===== config.mk =====
export PLATFORM = sky130hd
export DESIGN_NAME = axi4_arb
export DESIGN_NICKNAME = d
export VERILOG_FILES = /design/src/hw/mem_sys_pkg.sv /design/src/hw/axi4_arb.sv
export SDC_FILE = /design/constraint.sdc
export NUM_CORES = 1
export LEC_CHECK = 0
export BUFFER_PORTS_ARGS = -buffer_cell sky130_fd_sc_hd__buf_2
export CAP_MARGIN = 20
export CORE_AREA = 4 4 192 194
export DETAILED_ROUTE_END_ITERATION = 7
export DIE_AREA = 0 0 196 198
export PLACE_DENSITY = 0.37
export SYNTH_ARGS = -nofsm -noshare
export SYNTH_HDL_FRONTEND = slang
export SYNTH_SLANG_ARGS = --single-unit

===== constraint.sdc =====
create_clock -name clk -period 4.25 [get_ports clk]
set_input_delay 0.425 -clock clk [delete_from_list [all_inputs] [get_ports clk]]
set_output_delay 0.425 -clock clk [all_outputs]
set_load 0.02 [all_outputs]

===== src/hw/mem_sys_pkg.sv =====
`default_nettype none

package mem_sys_pkg;

  localparam int XLEN = 32;

  typedef logic [XLEN-1:0]   word_t;  // bus address or data word
  typedef logic [XLEN/8-1:0] mask_t;  // one bit per byte
  typedef logic [3:0]        size_t;
  typedef logic [7:0]        len_t;   // beats minus one

  // grant owner of one arbiter channel
  typedef enum logic [2:0] {
    ARB_IDLE,
    IF_READ,
    MEM_READ,
    IF_WRITE,
    MEM_WRITE
  } arb_state_e;

  typedef enum logic [1:0] {
    AXI_IDLE,
    AXI_ADDR,
    AXI_DATA,
    AXI_RESP
  } axi_state_e;

endpackage

`default_nettype wire

===== src/hw/axi4_arb.sv =====
`default_nettype none

module axi4_arb (
  input  wire                clk,
  input  wire                rst,
  // if stage read
  input  wire mem_sys_pkg::word_t if_read_addr_i,
  input  wire                if_raddr_valid_i,
  input  wire mem_sys_pkg::mask_t if_rmask_i,
  input  wire mem_sys_pkg::size_t if_rsize_i,
  input  wire mem_sys_pkg::len_t  if_rlen_i,
  output mem_sys_pkg::word_t if_rdata_o,
  output logic               if_rdata_ready_o,
  // if stage write, burst capable
  input  wire mem_sys_pkg::word_t if_write_addr_i,
  input  wire                if_write_valid_i,
  input  wire mem_sys_pkg::mask_t if_wmask_i,
  input  wire mem_sys_pkg::word_t if_wdata_i,
  input  wire mem_sys_pkg::size_t if_wsize_i,
  input  wire mem_sys_pkg::len_t  if_wlen_i,
  output logic               if_wdata_ready_o,
  // mem stage read
  input  wire mem_sys_pkg::word_t mem_read_addr_i,
  input  wire                mem_raddr_valid_i,
  input  wire mem_sys_pkg::mask_t mem_rmask_i,
  input  wire mem_sys_pkg::size_t mem_rsize_i,
  input  wire mem_sys_pkg::len_t  mem_rlen_i,
  output mem_sys_pkg::word_t mem_rdata_o,
  output logic               mem_rdata_ready_o,
  // mem stage write, single beat
  input  wire mem_sys_pkg::word_t mem_write_addr_i,
  input  wire                mem_write_valid_i,
  input  wire mem_sys_pkg::mask_t mem_wmask_i,
  input  wire mem_sys_pkg::word_t mem_wdata_i,
  input  wire mem_sys_pkg::size_t mem_wsize_i,
  input  wire mem_sys_pkg::len_t  mem_wlen_i,
  output logic               mem_wdata_ready_o,
  // bus side
  input  wire                arb_rlast_i,
  output mem_sys_pkg::word_t arb_read_addr_o,
  output logic               arb_raddr_valid_o,
  output mem_sys_pkg::mask_t arb_rmask_o,
  output mem_sys_pkg::size_t arb_rsize_o,
  output mem_sys_pkg::len_t  arb_rlen_o,
  input  wire mem_sys_pkg::word_t arb_rdata_i,
  input  wire                arb_rdata_ready_i,
  output mem_sys_pkg::word_t arb_write_addr_o,
  output logic               arb_write_valid_o,
  output mem_sys_pkg::mask_t arb_wmask_o,
  output mem_sys_pkg::word_t arb_wdata_o,
  output mem_sys_pkg::size_t arb_wsize_o,
  output mem_sys_pkg::len_t  arb_wlen_o,
  input  wire                arb_wdata_ready_i
);
  import mem_sys_pkg::*;

  arb_state_e rd_state;
  arb_state_e wr_state;
  word_t      rd_addr, wr_addr;
  mask_t      rd_mask, wr_mask;
  size_t      rd_size, wr_size;
  len_t       rd_len, wr_len;
  len_t       wr_cnt;  // accepted write beats

  always_ff @(posedge clk) begin
    if (rst) begin
      rd_state <= ARB_IDLE;
      wr_state <= ARB_IDLE;
    end else begin
      case (rd_state)
        ARB_IDLE: begin
          if (mem_raddr_valid_i) begin
            rd_state <= MEM_READ;
          end else if (if_raddr_valid_i) begin
            rd_state <= IF_READ;
          end
        end
        IF_READ, MEM_READ: begin
          if (arb_rlast_i) begin
            rd_state <= ARB_IDLE;
          end
        end
        default: rd_state <= ARB_IDLE;
      endcase

      case (wr_state)
        ARB_IDLE: begin
          if (mem_write_valid_i) begin
            wr_state <= MEM_WRITE;
          end else if (if_write_valid_i) begin
            wr_state <= IF_WRITE;
          end
        end
        IF_WRITE: begin
          if (arb_wdata_ready_i && wr_cnt == wr_len) begin
            wr_state <= ARB_IDLE;
          end
        end
        MEM_WRITE: begin
          if (arb_wdata_ready_i) begin
            wr_state <= ARB_IDLE;
          end
        end
        default: wr_state <= ARB_IDLE;
      endcase
    end
  end

  // request fields track the winner while idle, frozen once granted
  always_ff @(posedge clk) begin
    if (rd_state == ARB_IDLE) begin
      rd_addr <= mem_raddr_valid_i ? mem_read_addr_i : if_read_addr_i;
      rd_mask <= mem_raddr_valid_i ? mem_rmask_i : if_rmask_i;
      rd_size <= mem_raddr_valid_i ? mem_rsize_i : if_rsize_i;
      rd_len  <= mem_raddr_valid_i ? mem_rlen_i : if_rlen_i;
    end
    if (wr_state == ARB_IDLE) begin
      wr_addr <= mem_write_valid_i ? mem_write_addr_i : if_write_addr_i;
      wr_mask <= mem_write_valid_i ? mem_wmask_i : if_wmask_i;
      wr_size <= mem_write_valid_i ? mem_wsize_i : if_wsize_i;
      wr_len  <= mem_write_valid_i ? mem_wlen_i : if_wlen_i;
      wr_cnt  <= '0;
    end else if (arb_wdata_ready_i) begin
      wr_cnt <= wr_cnt + 1'b1;
    end
  end

  assign arb_read_addr_o   = rd_addr;
  assign arb_raddr_valid_o = (rd_state != ARB_IDLE);
  assign arb_rmask_o       = rd_mask;
  assign arb_rsize_o       = rd_size;
  assign arb_rlen_o        = rd_len;

  assign arb_write_addr_o  = wr_addr;
  assign arb_write_valid_o = (wr_state != ARB_IDLE);
  assign arb_wmask_o       = wr_mask;
  assign arb_wsize_o       = wr_size;
  assign arb_wlen_o        = wr_len;
  // live data, if bursts advance a word per ready
  assign arb_wdata_o = (wr_state == IF_WRITE)  ? if_wdata_i :
                       (wr_state == MEM_WRITE) ? mem_wdata_i : '0;

  assign if_rdata_o        = (rd_state == IF_READ)  ? arb_rdata_i : '0;
  assign if_rdata_ready_o  = (rd_state == IF_READ)  && arb_rdata_ready_i;
  assign mem_rdata_o       = (rd_state == MEM_READ) ? arb_rdata_i : '0;
  assign mem_rdata_ready_o = (rd_state == MEM_READ) && arb_rdata_ready_i;
  assign if_wdata_ready_o  = (wr_state == IF_WRITE)  && arb_wdata_ready_i;
  assign mem_wdata_ready_o = (wr_state == MEM_WRITE) && arb_wdata_ready_i;

  // the master only strobes inside a grant, so each strobe reaches one stage
  assert property (@(posedge clk) disable iff (rst)
    arb_rdata_ready_i |-> $onehot({if_rdata_ready_o, mem_rdata_ready_o}));
  assert property (@(posedge clk) disable iff (rst)
    arb_wdata_ready_i |-> $onehot({if_wdata_ready_o, mem_wdata_ready_o}));

endmodule

`default_nettype wire


# Yosys cells after proc, flatten, opt, wreduce, memory -nomap -nowiden
# Index checks and enable logic that the tools add are counted.
# classes
n_mux	21
n_addsub	1
n_eq_ne	10
n_reduce_logical	12
# op_table
operator	count
32-bit 2-to-1 mux	6
3-bit 2-to-1 mux	7
4-bit 2-to-1 mux	4
8-bit 2-to-1 mux	2
3-bit case mux with 3 select lines	1
8-bit by 1-bit adder with 8-bit output, second input constant	1
8-bit equality test	1
3-bit by 2-bit equality test with 1-bit output, second input constant	2
3-bit logical NOT	2
2-bit inequality test, second input constant	3
3-bit inequality test, second input constant	2
3-bit case mux with 2 select lines	1
3-bit nonzero test	2
1-bit logical AND	5
3-bit by 1-bit equality test with 1-bit output, second input constant	1
3-bit equality test, second input constant	1
3-bit AND reduction	1
2-bit AND reduction	1
2-bit OR reduction	1
# word_totals
reg_bits	110
output_inout_bits	198
input_bits	297

# Longest topological paths before layout
# logic_depth
ltp_word	4
depth_mapped	5

# Least setup slack after synthesis
# OpenSTA, ideal clock, no wires.
# synth_path
path_type	register -> output
from	reg wr_state[2]
to	out arb_write_valid_o
setup_slack_ns	0.640
stages_incl_launch_ff	3
path_buffers	0
required_ns	3.825
arrival_ns	3.185
path_cell_list	dfxtp_1 > nor2_1 > inv_1
# synth_via
elab_chain_cells	1
# synth_lines
item	line	text
start, declared	axi4_arb.sv:58	arb_state_e wr_state;
start signal, assigned	axi4_arb.sv:68	wr_state <= ARB_IDLE;
start signal, assigned	axi4_arb.sv:89	wr_state <= MEM_WRITE;
start signal, assigned	axi4_arb.sv:91	wr_state <= IF_WRITE;
3-bit nonzero test	axi4_arb.sv:135	assign arb_write_valid_o = (wr_state != ARB_IDLE);
end, declared	axi4_arb.sv:48	output logic arb_write_valid_o,
# No other way between the ends.

# Worst setup path in the final report
# layout_path
from	reg rd_state[0]
to	out mem_rdata_ready_o
# layout_via
elab_chain_cells	2
# layout_lines
item	line	text
start, declared	axi4_arb.sv:57	arb_state_e rd_state;
start signal, assigned	axi4_arb.sv:67	rd_state <= ARB_IDLE;
start signal, assigned	axi4_arb.sv:73	rd_state <= MEM_READ;
start signal, assigned	axi4_arb.sv:75	rd_state <= IF_READ;
3-bit by 2-bit equality test with 1-bit output	axi4_arb.sv:146	assign mem_rdata_ready_o = (rd_state == MEM_READ) && arb_rdata_ready_i;
1-bit logical AND	axi4_arb.sv:146	
end, declared	axi4_arb.sv:29	output logic mem_rdata_ready_o,
# No other way between the ends.

==> summary.md <==
| Metric | Value |
|---|---|
| H-tree Lvls | `3` |
| Hold Slack | `0.303 ns` |
| Post-route ant nets | `0` |
| Final Hold Vio Count | `0` |
| Pre-antenna DRT Iters | `4` |
| Post-CTS Resized | `0` |
| TritonCTS Buffers | `9` |
| Synth warn | `0` |
| Slew @ Worst Pin | `1.01 ns` |
| Required @ worst endpoint | `3.83 ns` |
| DIE AREA | `0.0388 mm^2` |
| Initial antenna violation count | `3` |
| 1st-iter DRT viols | `142` |
| Clock sinks | `108` |
| Port Buffers | `494` |
| # setup viols final | `0` |
| Max Root-Sink Buffers | `2` |
| Number of synthesized flops with an enable pin | `96` |
| RR Endpoint | `arb_write_addr_o[23]$_DFFE_PP_` |
| Synth unique cells | `27` |
| Post-Syn Nets | `697` |
| Per-cell routed wire length | `18.2 um` |
| I/O pin total | `495` |
| Seq/Total Area, Yosys | `0.573` |
| Lkg Pwr | `4.22 nW` |
| Global router's overall resource usage | `0.119` |
| Postcts setup bufs | `0` |
| Slowest stage delay, CP | `0.82 ns` |
| Die Wd | `196 um` |
| DP HPWL | `20.8 mm` |
| Syn avg cell area | `13.8 um^2` |
| Worst-path maximum fanout | `33` |
| Setup TNS | `0 ns` |
| Worst relative slew slack | `0.328` |
| RSZ-0062 raised after global routing | `false` |
| Xor/xnor share of the synthesized area | `0.0193` |
| Synth top area cells | `edfxtp_1 53%, mux2_2 20%, and2_1 7.7%` |
| Nets@finish | `1,180` |
| Vias in the first global route | `5,163` |
| R2r setup slk | `2.46 ns` |
| Hold Path Origin | `rst` |
| Synth top cells by count | `96 x edfxtp_1, 96 x mux2_2, 67 x and2_1, 32 x a22o_1, 18 x buf_2` |
| Site row count | `69` |
| Yosys reg bits | `108` |
| Global-route wire length before repair | `33.8 mm` |
| Vias/cell | `3.75` |
| Fin crit share | `0.584` |
| DRC | `0` |
| Synth top area share | `0.529` |
| Multiplexer share of the synthesized area | `0.202` |
| Root Driver | `clkbuf_16` |
| Skew final | `0.00731 ns` |
| Hold Path Sink | `rd_state[1]$_SDFFE_PP0P_` |
| Worst path cell trace | `inv_1 -> ha_1 -> and2_1 -> buf_2` |
| FF-to-FF path depth | `2` |
| Initial Util | `0.155` |
| Status | `complete, no violations` |
| Post-CTS Hold Fix Bufs | `0` |
| Die Y | `198 um` |
| Hold WC Path Type | `in2reg` |
| DR vias | `5,042` |
| Hold path depth | `2` |
| Reg2reg start | `wr_state[2]$_SDFFE_PP0P_` |
| Post-Syn Instances | `396` |
| Synth-to-Final Area Change | `60.9%` |
| Placer Congestion | `0.814` |
| Pwr dens | `355 mW/mm^2` |
| Pins Over Slew Limit | `0` |
| Clock Latency Late Sink | `0.37 ns` |
| CTS clock-pin slew for the worst setup and hold paths | `0.07 ns` |
| Critical Path End Type | `output pin` |
| Top_reg_cell synth | `edfxtp_1` |
| DRT Wirelength | `24.5 mm` |
| Post-Synth Simple-Gate Area | `0.106` |
| Post-Synth Adder-Cell Area | `0.00918` |
| Worst VDD drop | `0.000217 V` |
| Crit start category | `register` |
| Slowest cell on the critical path | `ha_1` |
| Core area | `0.0352 mm^2` |
| Yosys top cell by area | `edfxtp_1` |
| Fmax | `0.403 GHz` |
| CTS tree | `built` |
| Pin count of the biggest net entering global routing | `51` |
| Tmin final | `2.48 ns` |
| Max Cap Viol | `0` |
| Critical Path AT | `2.06 ns` |
| Asr flop ratio synth | `0` |
| Dominant combinational cell family by area after synthesis | `multiplexers` |
| Grt ovf | `0` |
| Post-synthesis compound-gate area fraction | `0.0636` |
| Synthesized area | `0.00545 mm^2` |
| Critical path class | `reg2out` |
| Fraction of layout cells with a size suffix above 1 | `0.697` |
[layer usage]
metal,routed length [um],part of all wire,vias to the layer above,track usage
met5,13,0.00053,-,0
met4,418,0.017,2,0.0349
met3,2380,0.097,24,0.0458
met2,12500,0.51,279,0.213
met1,9180,0.37,2307,0.131
li1,-,-,2430,-
[worst max path at each step]
stage / slack, ns / start / depth (start not counted) / endpoint
after floorplan: 0.64 / wr_state[2]$_SDFFE_PP0P_ / 2 / arb_write_valid_o
after global placement: 1.99 / wr_state[2]$_SDFFE_PP0P_ / 3 / arb_wdata_o[17]
after detailed placement: 1.90 / wr_state[2]$_SDFFE_PP0P_ / 3 / arb_wdata_o[4]
after CTS: 1.48 / wr_state[2]$_SDFFE_PP0P_ / 3 / arb_wdata_o[4]
after global routing: 1.53 / rd_state[0]$_SDFFE_PP0P_ / 4 / mem_rdata_o[28]
final: 1.77 / rd_state[0]$_SDFFE_PP0P_ / 4 / mem_rdata_ready_o
[power by group]
group	switching (mW)	leakage (nW)	internal, mW	total, mW
clock	0.415	0.139	0.458	0.873
sequential	0.0378	1.07	1.32	1.36
combinational	0.537	3.01	0.343	0.880
total	0.989	4.22	2.12	3.11
[cell type report]
cell class                 count  area [um^2]
clock inverter                 6         63.8
multi-input combinational    255         2190
clock buffer                  10          229
inverter                       5         18.8
sequential                   108         3120
timing repair buffer         500         2560
fill                        3834        26500
tap                          461          577
antenna                        1         2.50
[registers in the layout, indices dropped and copies added, names as in the netlist]
name / count
arb_wsize_o: 4
arb_wmask_o: 4
arb_rlen_o: 8
arb_wlen_o: 8
wr_cnt: 8
arb_rsize_o: 4
arb_rmask_o: 4
rd_state: 2
wr_state: 2
arb_write_addr_o: 32
arb_read_addr_o: 32
[critical path, delay by kind of cell, from the launching register on]
kind / cells / cell delay [ns]
adder cells (fa/ha/maj): 1 / 0.82
AND/OR/NAND/NOR: 1 / 0.27
flip-flops: 1 / 0.33
buffers and inverters: 2 / 0.25
[placed cells by master, fill, tap and decap left out, drive strengths merged]
cell type,instances
a211oi,1
a21o,1
a21oi,5
a22o,32
a31oi,1
and2,67
buf,500
bufinv,1
clkbuf,10
clkinv,2
clkinvlp,2
dfxtp,12
diode,1
edfxtp,96
ha,4
inv,6
mux2,96
mux2i,2
nand2,3
nand2b,3
nand3,3
nand4,3
nor2,9
nor2b,3
nor3,2
nor4,1
o21ai,4
or3,3
xnor2,1
xor2,11
[per-stage QoR]
step           total power, mW  std cells  setup WS (ns)   util  area [um^2]
3_3_place_gp              2.28       1325           1.99  0.238         8400
2_1_floorplan             1.86        396          0.640      -         5450
5_1_grt                   3.28       1346           1.53  0.249         8770
6_report                  3.11       1346           1.77  0.249         8770
4_1_cts                   3.18       1342           1.48  0.247         8710
3_5_place_dp              2.27       1326           1.90  0.239         8420
[cells by family (layout without fill, tap and decap cells)]
family	Yosys count	count (layout)
muxes	98	98
adders and majority gates	4	4
and+or+nand+nor	97	97
DFF	108	108
xor gates and xnor gates	12	12
AOI/OAI and AO/OA	44	44
other	0	1
buffers and inverters	33	521
No activity file was read; power rests on OpenSTA's default activity.
