[src/hw/mem_sys_pkg.sv]
`default_nettype none

package mem_sys_pkg;

  localparam int XLEN = 32;

  typedef logic [XLEN-1:0]   word_t;  // bus address or data word
  typedef logic [XLEN/8-1:0] mask_t;  // one bit per byte
  typedef logic [3:0]        size_t;
  typedef logic [7:0]        len_t;   // beats minus one

  // grant owner of one arbiter channel
  typedef enum logic [2:0] {
    ARB_IDLE,
    IF_READ,
    MEM_READ,
    IF_WRITE,
    MEM_WRITE
  } arb_state_e;

  typedef enum logic [1:0] {
    AXI_IDLE,
    AXI_ADDR,
    AXI_DATA,
    AXI_RESP
  } axi_state_e;

endpackage

`default_nettype wire
[src/hw/axi4_master.sv]
`default_nettype none

module axi4_master (
  input  wire                clk,
  input  wire                rst,
  // arbiter read side
  input  wire mem_sys_pkg::word_t arb_read_addr_i,
  input  wire                arb_raddr_valid_i,
  input  wire mem_sys_pkg::size_t arb_rsize_i,
  input  wire mem_sys_pkg::len_t  arb_rlen_i,
  output mem_sys_pkg::word_t arb_rdata_o,
  output logic               arb_rdata_ready_o,
  output logic               arb_rlast_o,
  // arbiter write side
  input  wire mem_sys_pkg::word_t arb_write_addr_i,
  input  wire                arb_write_valid_i,
  input  wire mem_sys_pkg::mask_t arb_wmask_i,
  input  wire mem_sys_pkg::word_t arb_wdata_i,
  input  wire mem_sys_pkg::size_t arb_wsize_i,
  input  wire mem_sys_pkg::len_t  arb_wlen_i,
  output logic               arb_wdata_ready_o,
  // AXI4 write channels
  output mem_sys_pkg::word_t awaddr_o,
  output mem_sys_pkg::len_t  awlen_o,
  output logic [2:0]         awsize_o,
  output logic               awvalid_o,
  input  wire                awready_i,
  output mem_sys_pkg::word_t wdata_o,
  output mem_sys_pkg::mask_t wstrb_o,
  output logic               wlast_o,
  output logic               wvalid_o,
  input  wire                wready_i,
  input  wire                bvalid_i,
  output logic               bready_o,
  // AXI4 read channels
  output mem_sys_pkg::word_t araddr_o,
  output mem_sys_pkg::len_t  arlen_o,
  output logic [2:0]         arsize_o,
  output logic               arvalid_o,
  input  wire                arready_i,
  input  wire mem_sys_pkg::word_t rdata_i,
  input  wire                rlast_i,
  input  wire                rvalid_i,
  output logic               rready_o
);
  import mem_sys_pkg::*;

  axi_state_e rd_state;
  axi_state_e wr_state;
  logic       rd_hold;    // grant already issued, wait for valid to drop
  logic       wr_hold;
  logic       wr_single;  // single beat reports on B, bursts on each W
  len_t       wr_beat;
  logic       r_fire;
  logic       w_fire;
  logic       b_fire;

  assign r_fire = rvalid_i && rready_o;
  assign w_fire = wvalid_o && wready_i;
  assign b_fire = bvalid_i && bready_o;

  always_ff @(posedge clk) begin
    if (rst) begin
      rd_state <= AXI_IDLE;
      rd_hold  <= 1'b0;
    end else begin
      if (!arb_raddr_valid_i) begin
        rd_hold <= 1'b0;
      end
      case (rd_state)
        AXI_IDLE: begin
          if (arb_raddr_valid_i && !rd_hold) begin
            rd_state <= AXI_ADDR;
            rd_hold  <= 1'b1;
          end
        end
        AXI_ADDR: if (arready_i) rd_state <= AXI_DATA;
        AXI_DATA: if (r_fire && rlast_i) rd_state <= AXI_IDLE;
        default:  rd_state <= AXI_IDLE;
      endcase
    end
  end

  always_ff @(posedge clk) begin
    if (rst) begin
      wr_state <= AXI_IDLE;
      wr_hold  <= 1'b0;
    end else begin
      if (!arb_write_valid_i) begin
        wr_hold <= 1'b0;
      end
      case (wr_state)
        AXI_IDLE: begin
          if (arb_write_valid_i && !wr_hold) begin
            wr_state <= AXI_ADDR;
            wr_hold  <= 1'b1;
          end
        end
        AXI_ADDR: if (awready_i) wr_state <= AXI_DATA;
        AXI_DATA: if (w_fire && wlast_o) wr_state <= AXI_RESP;
        AXI_RESP: if (b_fire) wr_state <= AXI_IDLE;
        default:  wr_state <= AXI_IDLE;
      endcase
    end
  end

  always_ff @(posedge clk) begin
    if (wr_state == AXI_IDLE) begin
      wr_single <= (arb_wlen_i == '0);
    end
    if (wr_state == AXI_ADDR) begin
      wr_beat <= '0;
    end else if (w_fire) begin
      wr_beat <= wr_beat + 1'b1;
    end
  end

  // addresses stay latched in the arbiter for the whole grant
  assign araddr_o  = arb_read_addr_i;
  assign arlen_o   = arb_rlen_i;
  assign arsize_o  = arb_rsize_i[2:0];
  assign arvalid_o = (rd_state == AXI_ADDR);
  assign rready_o  = (rd_state == AXI_DATA);

  assign awaddr_o  = arb_write_addr_i;
  assign awlen_o   = arb_wlen_i;
  assign awsize_o  = arb_wsize_i[2:0];
  assign awvalid_o = (wr_state == AXI_ADDR);
  assign wdata_o   = arb_wdata_i;
  assign wstrb_o   = arb_wmask_i;
  assign wvalid_o  = (wr_state == AXI_DATA);
  assign wlast_o   = (wr_beat == arb_wlen_i);
  assign bready_o  = (wr_state == AXI_RESP);

  assign arb_rdata_o       = rdata_i;
  assign arb_rdata_ready_o = r_fire;
  assign arb_rlast_o       = r_fire && rlast_i;
  assign arb_wdata_ready_o = wr_single ? b_fire : w_fire;

endmodule

`default_nettype wire

[config.mk]
export PLATFORM = sky130hd
export DESIGN_NAME = axi4_master
export DESIGN_NICKNAME = d
export VERILOG_FILES = /design/src/hw/mem_sys_pkg.sv /design/src/hw/axi4_master.sv
export SDC_FILE = /design/constraint.sdc
export NUM_CORES = 1
export LEC_CHECK = 0
export BUFFER_PORTS_ARGS = -buffer_cell sky130_fd_sc_hd__buf_2
export CAP_MARGIN = 10
export CORE_AREA = 2 2 127 129
export CTS_CLUSTER_SIZE = 25
export DETAILED_ROUTE_END_ITERATION = 16
export DIE_AREA = 0 0 129 131
export GPL_ROUTABILITY_DRIVEN = 0
export SLEW_MARGIN = 40
export SYNTH_ARGS = -nofsm -noshare
export SYNTH_HDL_FRONTEND = slang
export SYNTH_SLANG_ARGS = --single-unit
[constraint.sdc]
create_clock -name clk -period 2 [get_ports clk]
set_input_delay 0.4 -clock clk [delete_from_list [all_inputs] [get_ports clk]]
set_output_delay 0.4 -clock clk [all_outputs]
set_load 0.05 [all_outputs]
# After elaboration in Yosys (flattened, before gate mapping)
# Cells that the tools add are included.
dict set report totals {
  ff_bits 15
  inputBits 166
  out_inout_bits 163
  elab_cells 50
}
dict set report classes {
  add_sub_neg 1
  eq_ne 13
  n_mux 16
  n_reduce_logical 14
}
# op n
set ops {}
lappend ops {{2-bit 2-to-1 mux} 7}
lappend ops {{8-bit by 1-bit adder with 8-bit output (second input constant)} 1}
lappend ops {{8-bit equality test} 1}
lappend ops {{8-bit logical NOT} 1}
lappend ops {{2-bit by 1-bit inequality test with 1-bit output (second input constant)} 4}
lappend ops {{2-bit case mux with 4 select lines} 1}
lappend ops {{1-bit logical AND} 7}
lappend ops {{1-bit 2-to-1 mux} 7}
lappend ops {{2-bit equality test (second input constant)} 3}
lappend ops {{2-bit inequality test (second input constant)} 3}
lappend ops {{2-bit case mux with 3 select lines} 1}
lappend ops {{2-bit by 1-bit equality test with 1-bit output (second input constant)} 2}
lappend ops {{2-bit logical NOT} 2}
lappend ops {{4-bit AND reduction} 1}
lappend ops {{3-bit AND reduction} 1}
lappend ops {{1-bit logical NOT} 2}

# Logic depth before layout (Yosys ltp)
# Gate-level depths: netlist of the first run.
dict set report logic_depth {
  word_depth 5
  ltp_mapped 7
  ltp_nobuf 6
}

# Worst setup path after synthesis of the first run
# Ideal clock, no wire load.
dict set report synth_timing {
  path_type {register to output}
  start {reg wr_state[0]}
  end {out arb_wdata_ready_o}
  arrival_time_ns 2.342
  required_time_ns 1.600
  path_slack_ns -0.742
  path_stages_with_launch 5
  path_buffers 0
  cell_sequence {dfxtp_1 inv_1 ha_1 nand2_1 o21ai_0}
}
dict set report synth_between {
  elab_chain_cells 3
  elab_cells_between_ends 5
  cone_classes {2 x eq/ne; 1 x mux; 2 x reduce/logical}
}
# item line
set synth_lines {}
lappend synth_lines {{start, declared} axi4_master.sv:49} ;# axi_state_e wr_state;
lappend synth_lines {{start signal, assigned} axi4_master.sv:86} ;# wr_state <= AXI_IDLE;
lappend synth_lines {{start signal, assigned} axi4_master.sv:95} ;# wr_state <= AXI_ADDR;
lappend synth_lines {{start signal, assigned} axi4_master.sv:99} ;# AXI_ADDR: if (awready_i) wr_state <= AXI_DATA;
lappend synth_lines {{2-bit equality test} axi4_master.sv:131} ;# assign wvalid_o = (wr_state == AXI_DATA);
lappend synth_lines {{named net wvalid_o} axi4_master.sv:31} ;# output logic wvalid_o,
lappend synth_lines {{1-bit logical AND} axi4_master.sv:59} ;# assign w_fire = wvalid_o && wready_i;
lappend synth_lines {{1-bit 2-to-1 mux} axi4_master.sv:138} ;# assign arb_wdata_ready_o = wr_single ? b_fire : w_fire;
lappend synth_lines {{end, declared} axi4_master.sv:21} ;# output logic arb_wdata_ready_o,
# The timed path passes the listed nets, and every way through them passes these cells.

# Worst setup path in the final report of the first run
dict set report layout_timing {
  start {reg wr_beat[3]}
  end {out wlast_o}
}
dict set report layout_between {
  elab_chain_cells 1
}
# item line
set layout_lines {}
lappend layout_lines {{start, declared} axi4_master.sv:53} ;# len_t wr_beat;
lappend layout_lines {{start signal, assigned} axi4_master.sv:114} ;# wr_beat <= wr_beat + 1'b1;
lappend layout_lines {{8-bit equality test} axi4_master.sv:132} ;# assign wlast_o = (wr_beat == arb_wlen_i);
lappend layout_lines {{end, declared} axi4_master.sv:30} ;# output logic wlast_o,
# Every way passes these cells.

==> results of run 1 <==
==> timing repair <==
| action | in CTS | in global routing |
|---|---|---|
| setup endpoints to repair | 0 | 2 |
| hold endpoints to repair | 0 | 0 |
| gates resized for setup | 0 | 3 |
==> placed cells by master (no fill, tap or decap), types with 2 or more instances in the layout <==
| master | instances |
|---|---|
| a2111oi_4 | 2 |
| a21oi_1 | 3 |
| and2_1 | 2 |
| buf_2 | 32 |
| buf_4 | 3 |
| clkbuf_16 | 3 |
| clkbuf_4 | 2 |
| dfxtp_1 | 14 |
| ha_1 | 5 |
| inv_1 | 8 |
| nand2_1 | 6 |
| nand3_1 | 6 |
| nor2_1 | 12 |
| nor2b_1 | 3 |
| nor3_1 | 3 |
| nor3b_1 | 3 |
| nor4_2 | 2 |
| or3_1 | 2 |
| or4_1 | 2 |
| xnor2_1 | 3 |
| xor2_1 | 11 |
==> per-stage QoR <==
stage | instances | setup WS, ns | total power [mW] | hold slack (ns) | util (%)
detailed placement | 355 | 0.1668 | 1.014 | 0.4690 | 9.145
global placement | 355 | 0.1932 | 1.002 | 0.4636 | 9.145
floorplan | 257 | 0.1133 | 1.674 | 0.4353 | -
global route | 359 | 0.02231 | 1.511 | 0.4191 | 9.755
finish | 359 | 0.1122 | 1.422 | 0.4132 | 9.755
CTS | 359 | 0.01925 | 1.421 | 0.4158 | 9.658
==> worst reg2reg max path: stages, from the launching register on <==
cell and delay [ns]:
dfxtp_1 0.42, inv_1 0.11, ha_1 0.22, nor2b_4 0.15, a2111oi_4 0.38, nor2_1 0.10
a221oi_2 0.24
==> layout make-up <==
type,count,area [sq um],share of cell area [%]
Timing Repair Buffer,37,197.7,12.99
Sequential cell,15,310.3,20.39
Clock buffer,3,75.07,4.934
Inverter,8,30.03,1.974
Multi-Input combinational cell,79,633.1,41.61
Clock inverter,1,5.005,0.3289
Tap cell,216,270.3,17.76
==> power by group through the flow <==
stage / Combinational [mW] / Sequential (mW) / Clock, mW
final: 0.618 / 0.401 / 0.403
after CTS: 0.613 / 0.397 / 0.410
after detailed placement: 0.612 / 0.402 / 0
after global routing: 0.670 / 0.408 / 0.432
after global placement: 0.602 / 0.400 / 0
after floorplan: 1.29 / 0.388 / 0
==> worst max-delay path by stage <==
stage | end | slack [ns] | depth (start not counted)
floorplan | wr_state[0]$_SDFFE_PP0P_ | 0.11 | 7
global placement | wlast_o | 0.19 | 5
detailed placement | wlast_o | 0.17 | 5
CTS | arb_wdata_ready_o | 0.02 | 5
global route | wlast_o | 0.02 | 4
finish | wlast_o | 0.11 | 4
==> cells by family after synthesis <==
kind of cell	count (synthesis)	synth area share [%]
buffers and inverters	163	56.43
and+or+nand+nor	49	14.27
DFF	15	14.62
xor gates and xnor gates	14	5.778
AOI/OAI and AO/OA	10	5.365
adders and majority gates	6	3.538
==> routing by layer <==
metal	wire length, um	vias to the layer above	track usage, %
met3	897	81	3.705
met1	1257	425	3.945
met4	647	0	8.184
met5	0	-	0
met2	2327	126	9.150
li1	-	432	-
==> state kept, by name (all words and copies together), names as in the netlist <==
signal	cells
wr_beat	8
rd_state	2
wr_hold	1
rd_hold	1
wr_single	1
wr_state	2
==> impl_metrics.json, run 1 <==
{
  "avgSynthCellArea_sq_um": 8.257,
  "r2r_end": "wr_state[0]$_SDFFE_PP0P_",
  "fp.dieArea_sq_um": 16900,
  "postCtsSetupBuffers": 0,
  "synth-main-ff-cell": "dfxtp_1",
  "max_freq_mhz": 529.7,
  "seq_area_frac_synth_pct": 14.62,
  "core_sq_um": 15600,
  "drc": 0,
  "cts_buffer_depth": 2,
  "drt_iter0_markers": 21,
  "status": "finished clean",
  "place_hpwl_um": 4345,
  "crit_chain": "xor2_1, nor4_4, and2_1, clkbuf_4",
  "hold_class": "in2reg",
  "fp.dieH_um": 131,
  "swShare_pct": 40.93,
  "synthTopCellsByCount": "buf_4, dfxtp_1, nor2_1",
  "drt_pass1_iterations": 4,
  "wire_per_inst_um": 14.29,
  "antenna_found_initial": 0,
  "crit_start": "wr_beat[3]$_SDFFE_PN0P_",
  "p_int_mw": 0.8402,
  "r2r_slack_ns": 0.30,
  "grt_pass1_wl_um": 6927,
  "vias_per_cell": 2.964,
  "cts_root_buf": "clkbuf_16",
  "io_pins": 329,
  "grt-ovfl-total": 0,
  "setup_viol": 0,
  "vias": 1064,
  "finalSetupTns_ns": 0,
  "drv_cap": 0,
  "numPortBuffers": 34,
  "worst_pin_slew_ns": 0.4447,
  "post_route_cells_drive_above_1_share_pct": 37.76,
  "min_to": "rd_state[1]$_SDFFE_PP0P_",
  "post-route-cell-area_sq_um": 1521,
  "start_kind": "flip-flop",
  "cp_max_fo": 6,
  "fin_crit_ns": 1.888,
  "wl_um": 5130,
  "clock_latency_ns": 0.25,
  "rr_worst_depth": 6,
  "yosys_warnings": 0,
  "syn-num-nets": 429,
  "critPathKind": "reg2out",
  "rows": 46,
  "skew_ns": 0.001003,
  "report.final.slew_viol_count": 0,
  "grtUsageTotal_pct": 5.783,
  "die_w_um": 129,
  "holdPathStages": 3,
  "synth_top_area_cell": "buf_4",
  "slowest_delay_ns": 0.35,
  "post_dp_cell_area_sq_um": 1426,
  "cts_made_buffers": 3,
  "ir_drop_mv": 0.2353,
  "initial_core_util_pct": 13.61,
  "rsz0062_at_grt": "no",
  "cts_tree": "yes",
  "areaGrowthSynthToFinish_pct": -28.30,
  "antennaDiodeCount": 0,
  "crit_slowest_cell": "dfxtp_1",
  "pwr-share-seq_pct": 28.2,
  "p_sw_mw": 0.5823,
  "period_share_pct": 94.39,
  "synthCells": 257,
  "maxSlewHeadroom_pct": 70.29,
  "grt_max_degree": 10,
  "yosys-top-cells-area": "buf_4, dfxtp_1, xor2_1, ha_1, a2111oi_4",
  "p_comb_share_pct": 43.4,
  "clk_pin_slew_ns": 0.05,
  "async_reset_ff_share_pct": 0,
  "cts_hold_buf": 0,
  "clock_sinks": 15,
  "syn_area_sq_um": 2122,
  "p_leak_nw": 0.5747,
  "critPathRequiredTime_ns": 1.60,
  "synth_top_cell_area_share_pct": 54.48,
  "ys_types": 31,
  "htree_levels": 1,
  "worst-path-buf-inv": 1,
  "clkPwrFrac_pct": 28.4,
  "critPathCaptureType": "output port",
  "power.density_nw_per_um2": 934.9,
  "grt_pass1_vias": 1076,
  "rr_startpoint": "wr_state[1]$_SDFFE_PP0P_",
  "synth_seq_cells": 15,
  "nets": 316,
  "fillers": 1815,
  "hp-start": "arready_i",
  "hold_viol": 0,
  "detail-route-antenna-nets": 0,
  "yosysMostFrequentCell": "buf_4",
  "crit_family": "simple AND/OR/NAND/NOR gates",
  "cp.arrival_ns": 1.49,
  "synth_edf_count": 1
}
Note: power is estimated with default switching activity, not from simulation.
==> inputs of run 2 (changes only) <==
Settings changed: CTS_CLUSTER_SIZE 25 to default, REMOVE_ABC_BUFFERS from default to 1.
==> run 2 against run 1 <==
Net effect:
- sequential power shrank 2%
- clock power down 2%
- worst hold slack got worse by 0.013 ns
- core utilization hardly changed
- count of clock-buffer cells in the layout grew 1
- first-iteration DRC count grew 120%
==> impl_metrics.json, run 2 (same netlist as run 1, synthesis figures left out) <==
{
  "status": "finished clean",
  "fp.dieArea_sq_um": 16900,
  "cts_made_buffers": 3,
  "ir_drop_mv": 0.6358,
  "cp.arrival_ns": 1.49,
  "holdPathStages": 2,
  "swShare_pct": 39.34,
  "cts_buffer_depth": 2,
  "place_hpwl_um": 20080,
  "largest_register_ffs": 8,
  "drc": 0,
  "r2r_end": "wr_state[0]$_SDFFE_PP0P_",
  "drt_iter0_markers": 47,
  "setup_viol": 0,
  "numPortBuffers": 34,
  "fin_crit_ns": 1.894,
  "rr_worst_depth": 5,
  "cts_root_buf": "clkbuf_16",
  "p_int_mw": 0.8469,
  "grt_pass1_wl_um": 23870,
  "p_sw_mw": 0.5493,
  "cp_max_fo": 6,
  "die_w_um": 129,
  "detail-route-antenna-nets": 0,
  "rr_startpoint": "wr_state[0]$_SDFFE_PP0P_",
  "top_regs": "wr_beat: 8 flops, rd_state: 2 flops, wr_state: 2 flops",
  "grtUsageTotal_pct": 24.81,
  "fp.dieH_um": 131,
  "rows": 46,
  "max_freq_mhz": 527.9,
  "drt_pass1_iterations": 4,
  "pwr-share-seq_pct": 28.0,
  "rsz0062_at_grt": "no",
  "clkPwrFrac_pct": 28.2,
  "grt_pass1_vias": 1169,
  "grt_max_degree": 10,
  "cts_tree": "yes",
  "start_kind": "flip-flop",
  "cts_hold_buf": 0,
  "vias": 1267,
  "maxSlewHeadroom_pct": 73.49,
  "power.density_nw_per_um2": 916.9,
  "p_comb_share_pct": 43.8,
  "min_to": "wr_state[0]$_SDFFE_PP0P_",
  "regMostFlops": "wr_beat",
  "r2r_slack_ns": 0.37,
  "dp.cells": 357,
  "critPathKind": "reg2out",
  "wl_um": 21750,
  "hp-start": "rst",
  "post_route_cells_drive_above_1_share_pct": 36.55,
  "areaGrowthSynthToFinish_pct": -28.24,
  "report.final.slew_viol_count": 0,
  "drv_cap": 0,
  "vias_per_cell": 3.490,
  "post_dp_cell_area_sq_um": 1433,
  "period_share_pct": 94.71,
  "clock_sinks": 15,
  "core_sq_um": 15600,
  "io_pins": 329,
  "nets": 318,
  "worst_pin_slew_ns": 0.3968,
  "p_total_mw": 1.396,
  "critPathCaptureType": "output port",
  "layout_common_cells": "buf_2, dfxtp_1, nor2_1",
  "initial_core_util_pct": 13.61,
  "clock_latency_ns": 0.25,
  "post-route-cell-area_sq_um": 1523,
  "hold_viol": 0,
  "critPathRequiredTime_ns": 1.60,
  "final_common_cell": "buf_2",
  "clk_pin_slew_ns": 0.05,
  "antenna_found_initial": 2,
  "grt-ovfl-total": 0,
  "hold_class": "in2reg",
  "final_cells": 363,
  "wire_per_inst_um": 59.91,
  "finalSetupTns_ns": 0,
  "skew_ns": 0.0006864,
  "htree_levels": 1,
  "p_leak_nw": 0.5815
}
[run 2: cell type report]
class | instances | area [sq um]
fill | 1833 | 14070
inverter | 8 | 30.03
sequential | 15 | 311.5
clock buffer | 4 | 78.83
multi-input combinational | 79 | 614.3
antenna | 2 | 5.005
tap | 216 | 270.3
timing repair buffer | 39 | 212.7
[run 2: power by group through the flow]
stage | Combinational, mW | Sequential (mW) | Clock (mW)
2_1_floorplan | 0.430 | 0.385 | 0
3_3_place_gp | 0.613 | 0.392 | 0
3_5_place_dp | 0.613 | 0.394 | 0
4_1_cts | 0.619 | 0.389 | 0.405
5_1_grt | 0.675 | 0.398 | 0.415
6_report | 0.611 | 0.392 | 0.394
[run 2: per-stage QoR]
step                      util (%)  worst slack [ns]  hold WS (ns)
after global routing         9.730           0.01227        0.4298
after detailed placement     9.185            0.2077        0.4648
after global placement       9.185            0.1981        0.4625
final                        9.763            0.1058        0.4001
after CTS                    9.690           0.01020        0.4116
after floorplan                  -           -0.7423        0.4358
[run 2: worst max-delay path by stage]
stage,from,endpoint,cells after the start
after floorplan,wr_state[0]$_SDFFE_PP0P_,arb_wdata_ready_o,4
after global placement,arb_wlen_i[3],wlast_o,5
after detailed placement,arb_wlen_i[3],wlast_o,5
after CTS,wr_state[0]$_SDFFE_PP0P_,arb_wdata_ready_o,6
after global routing,wr_beat[1]$_SDFFE_PN0P_,wlast_o,4
final,wr_beat[3]$_SDFFE_PN0P_,wlast_o,4
[run 2: what timing repair did]
| item | CTS | global route |
|---|---|---|
| setup buffers | 0 | 0 |
| setup endpoints to repair | 0 | 2 |
| gates resized for setup | 0 | 4 |
[run 2: per-layer routing]
layer | vias to the layer above | wire length, um | track usage [%]
li1 | 441 | - | -
met1 | 457 | 2391 | 7.994
met2 | 297 | 11600 | 46.84
met3 | 64 | 5746 | 30.50
met4 | 8 | 1859 | 18.54
met5 | - | 149 | 6.176
[run 2: worst max-delay path, cell delays in order, from the launching register on]
cell and delay [ns]:
dfxtp_1 0.35, xor2_1 0.20, nor4_4 0.30, and2_1 0.17
clkbuf_4 0.23
==> inputs of run 3 (changes only) <==
Settings changed: CAP_MARGIN 10 to 20, CTS_BUF_LIST from default to sky130_fd_sc_hd__clkbuf_8.
==> run 3 against run 2 <==
Net effect:
- non-clock buffer count is the same
- combinational power is essentially flat
- sequential power is essentially flat
- first-iteration DRC count grew 2.1%
- highest routed layer unchanged
- worst hold slack lost 0.011 ns
- sequential share of layout area grew 0.53 points
- die area is the same
==> impl_metrics.json, run 3 (same netlist as run 1, synthesis figures left out) <==
{
  "status": "finished clean",
  "drt_iter0_markers": 48,
  "max_freq_mhz": 522.0,
  "crit_slowest_cell": "dfxtp_1",
  "fin_crit_ns": 1.916,
  "numPortBuffers": 34,
  "final_common_cell": "buf_2",
  "cts_made_buffers": 3,
  "rr_worst_depth": 5,
  "layout_common_cells": "buf_2, dfxtp_1, nor2_1",
  "min_to": "wr_state[0]$_SDFFE_PP0P_",
  "fillers": 1835,
  "cts_hold_buf": 0,
  "ir_drop_mv": 0.5939,
  "grt-busiest-layer": "met2",
  "rows": 46,
  "htree_levels": 1,
  "start_kind": "flip-flop",
  "place_hpwl_um": 20080,
  "antennaDiodeCount": 0,
  "use_met1_pct": 7.921,
  "grtUsageTotal_pct": 24.75,
  "core_sq_um": 15600,
  "final_cells": 361,
  "fp.dieArea_sq_um": 16900,
  "r2r_end": "wr_state[0]$_SDFFE_PP0P_",
  "post_route_cells_drive_above_1_share_pct": 36.55,
  "wire_per_inst_um": 60.30,
  "report.final.slew_viol_count": 0,
  "drv_cap": 0,
  "holdPathStages": 2,
  "initial_core_util_pct": 13.61,
  "vias_per_cell": 3.526,
  "grt_pass1_wl_um": 23750,
  "clk_pin_slew_ns": 0.06,
  "drt_pass1_iterations": 6,
  "hold_viol": 0,
  "clock_sinks": 15,
  "cp.arrival_ns": 1.52,
  "top_regs": "wr_beat: 8 flops, rd_state: 2 flops, wr_state: 2 flops",
  "worst_pin_slew_ns": 0.4023,
  "use_met3_pct": 30.62,
  "grt_max_degree": 10,
  "regMostFlops": "wr_beat",
  "areaGrowthSynthToFinish_pct": -30.07,
  "power.density_nw_per_um2": 839.7,
  "r2r_slack_ns": 0.39,
  "critPathRequiredTime_ns": 1.60,
  "grt-ovfl-total": 0,
  "setup_viol": 0,
  "crit_chain": "xor2_1, nor4_4, and2_1, clkbuf_4",
  "hold_class": "in2reg",
  "period_share_pct": 95.78,
  "met2_usage_pct": 46.59,
  "nets": 318,
  "detail-route-antenna-nets": 0,
  "antenna_found_initial": 0,
  "die_w_um": 129,
  "fp.dieH_um": 131,
  "wl_um": 21770,
  "cts_buffer_depth": 2,
  "critPathKind": "reg2out",
  "io_pins": 329,
  "cts_root_buf": "clkbuf_8",
  "rr_startpoint": "wr_state[0]$_SDFFE_PP0P_",
  "vias": 1273,
  "p_leak_nw": 0.5702,
  "post-route-util_pct": 9.514,
  "critPathCaptureType": "output port",
  "largest_register_ffs": 8,
  "slowest_delay_ns": 0.36,
  "grt_pass1_vias": 1151,
  "hp-start": "rst",
  "maxSlewHeadroom_pct": 73.12,
  "drc": 0,
  "clock_latency_ns": 0.25,
  "dp.cells": 357,
  "cts_tree": "yes",
  "crit_start": "wr_beat[3]$_SDFFE_PN0P_",
  "cp_max_fo": 6,
  "skew_ns": 0.0009333
}
run 3: worst max-delay path by stage:
stage          slack, ns           endpoint
2_1_floorplan      -0.74  arb_wdata_ready_o
4_1_cts             0.01  arb_wdata_ready_o
3_5_place_dp        0.21            wlast_o
3_3_place_gp        0.20            wlast_o
6_report            0.08            wlast_o
5_1_grt          -0.0005            wlast_o
run 3: worst max-delay path: cells and delay by family, from the launching register on:
family | cells | cell delay [ns]
simple gates | 2 | 0.47
flops | 1 | 0.36
buf+inv | 1 | 0.23
xor+xnor | 1 | 0.20
run 3: power breakdown:
| part | internal, mW | switching [mW] |
|---|---|---|
| logic | 0.224 | 0.384 |
| clock network | 0.136 | 0.112 |
| registers | 0.351 | 0.0385 |
run 3: area by class of cell:
class | count | area (sq um) | area share [%]
Inverter | 8 | 30.03 | 2.024
Clock inverter | 1 | 3.754 | 0.2530
Sequential cell | 15 | 311.5 | 20.99
Timing Repair Buffer | 39 | 212.7 | 14.33
Multi-Input combinational cell | 79 | 614.3 | 41.40
Clock buffer | 3 | 41.29 | 2.782
Tap cell | 216 | 270.3 | 18.21
run 3: repair_timing:
action                                  4_1_cts  5_1_grt
buffers inserted                              0        0
resized for setup                             0        4
endpoints found under the setup margin        0        2
run 3: stage by stage:
step	worst slack [ns]	area, sq um	power [mW]	hold slack, ns	TNS (ns)
after floorplan	-0.7423	954.7	0.8146	0.4358	-0.9501
final	0.08438	1484	1.246	0.3891	0
after global placement	0.1981	1433	1.005	0.4625	0
after detailed placement	0.2077	1433	1.007	0.4648	0
after global routing	-0.0005262	1484	1.333	0.4202	-0.0005262
after CTS	0.01494	1478	1.261	0.4021	0
run 3: layer usage:
| metal | share of wire, % | vias up |
|---|---|---|
| met3 | 27 | 72 |
| li1 | - | 437 |
| met5 | 0.54 | - |
| met4 | 9.3 | 6 |
| met1 | 11 | 456 |
| met2 | 53 | 302 |
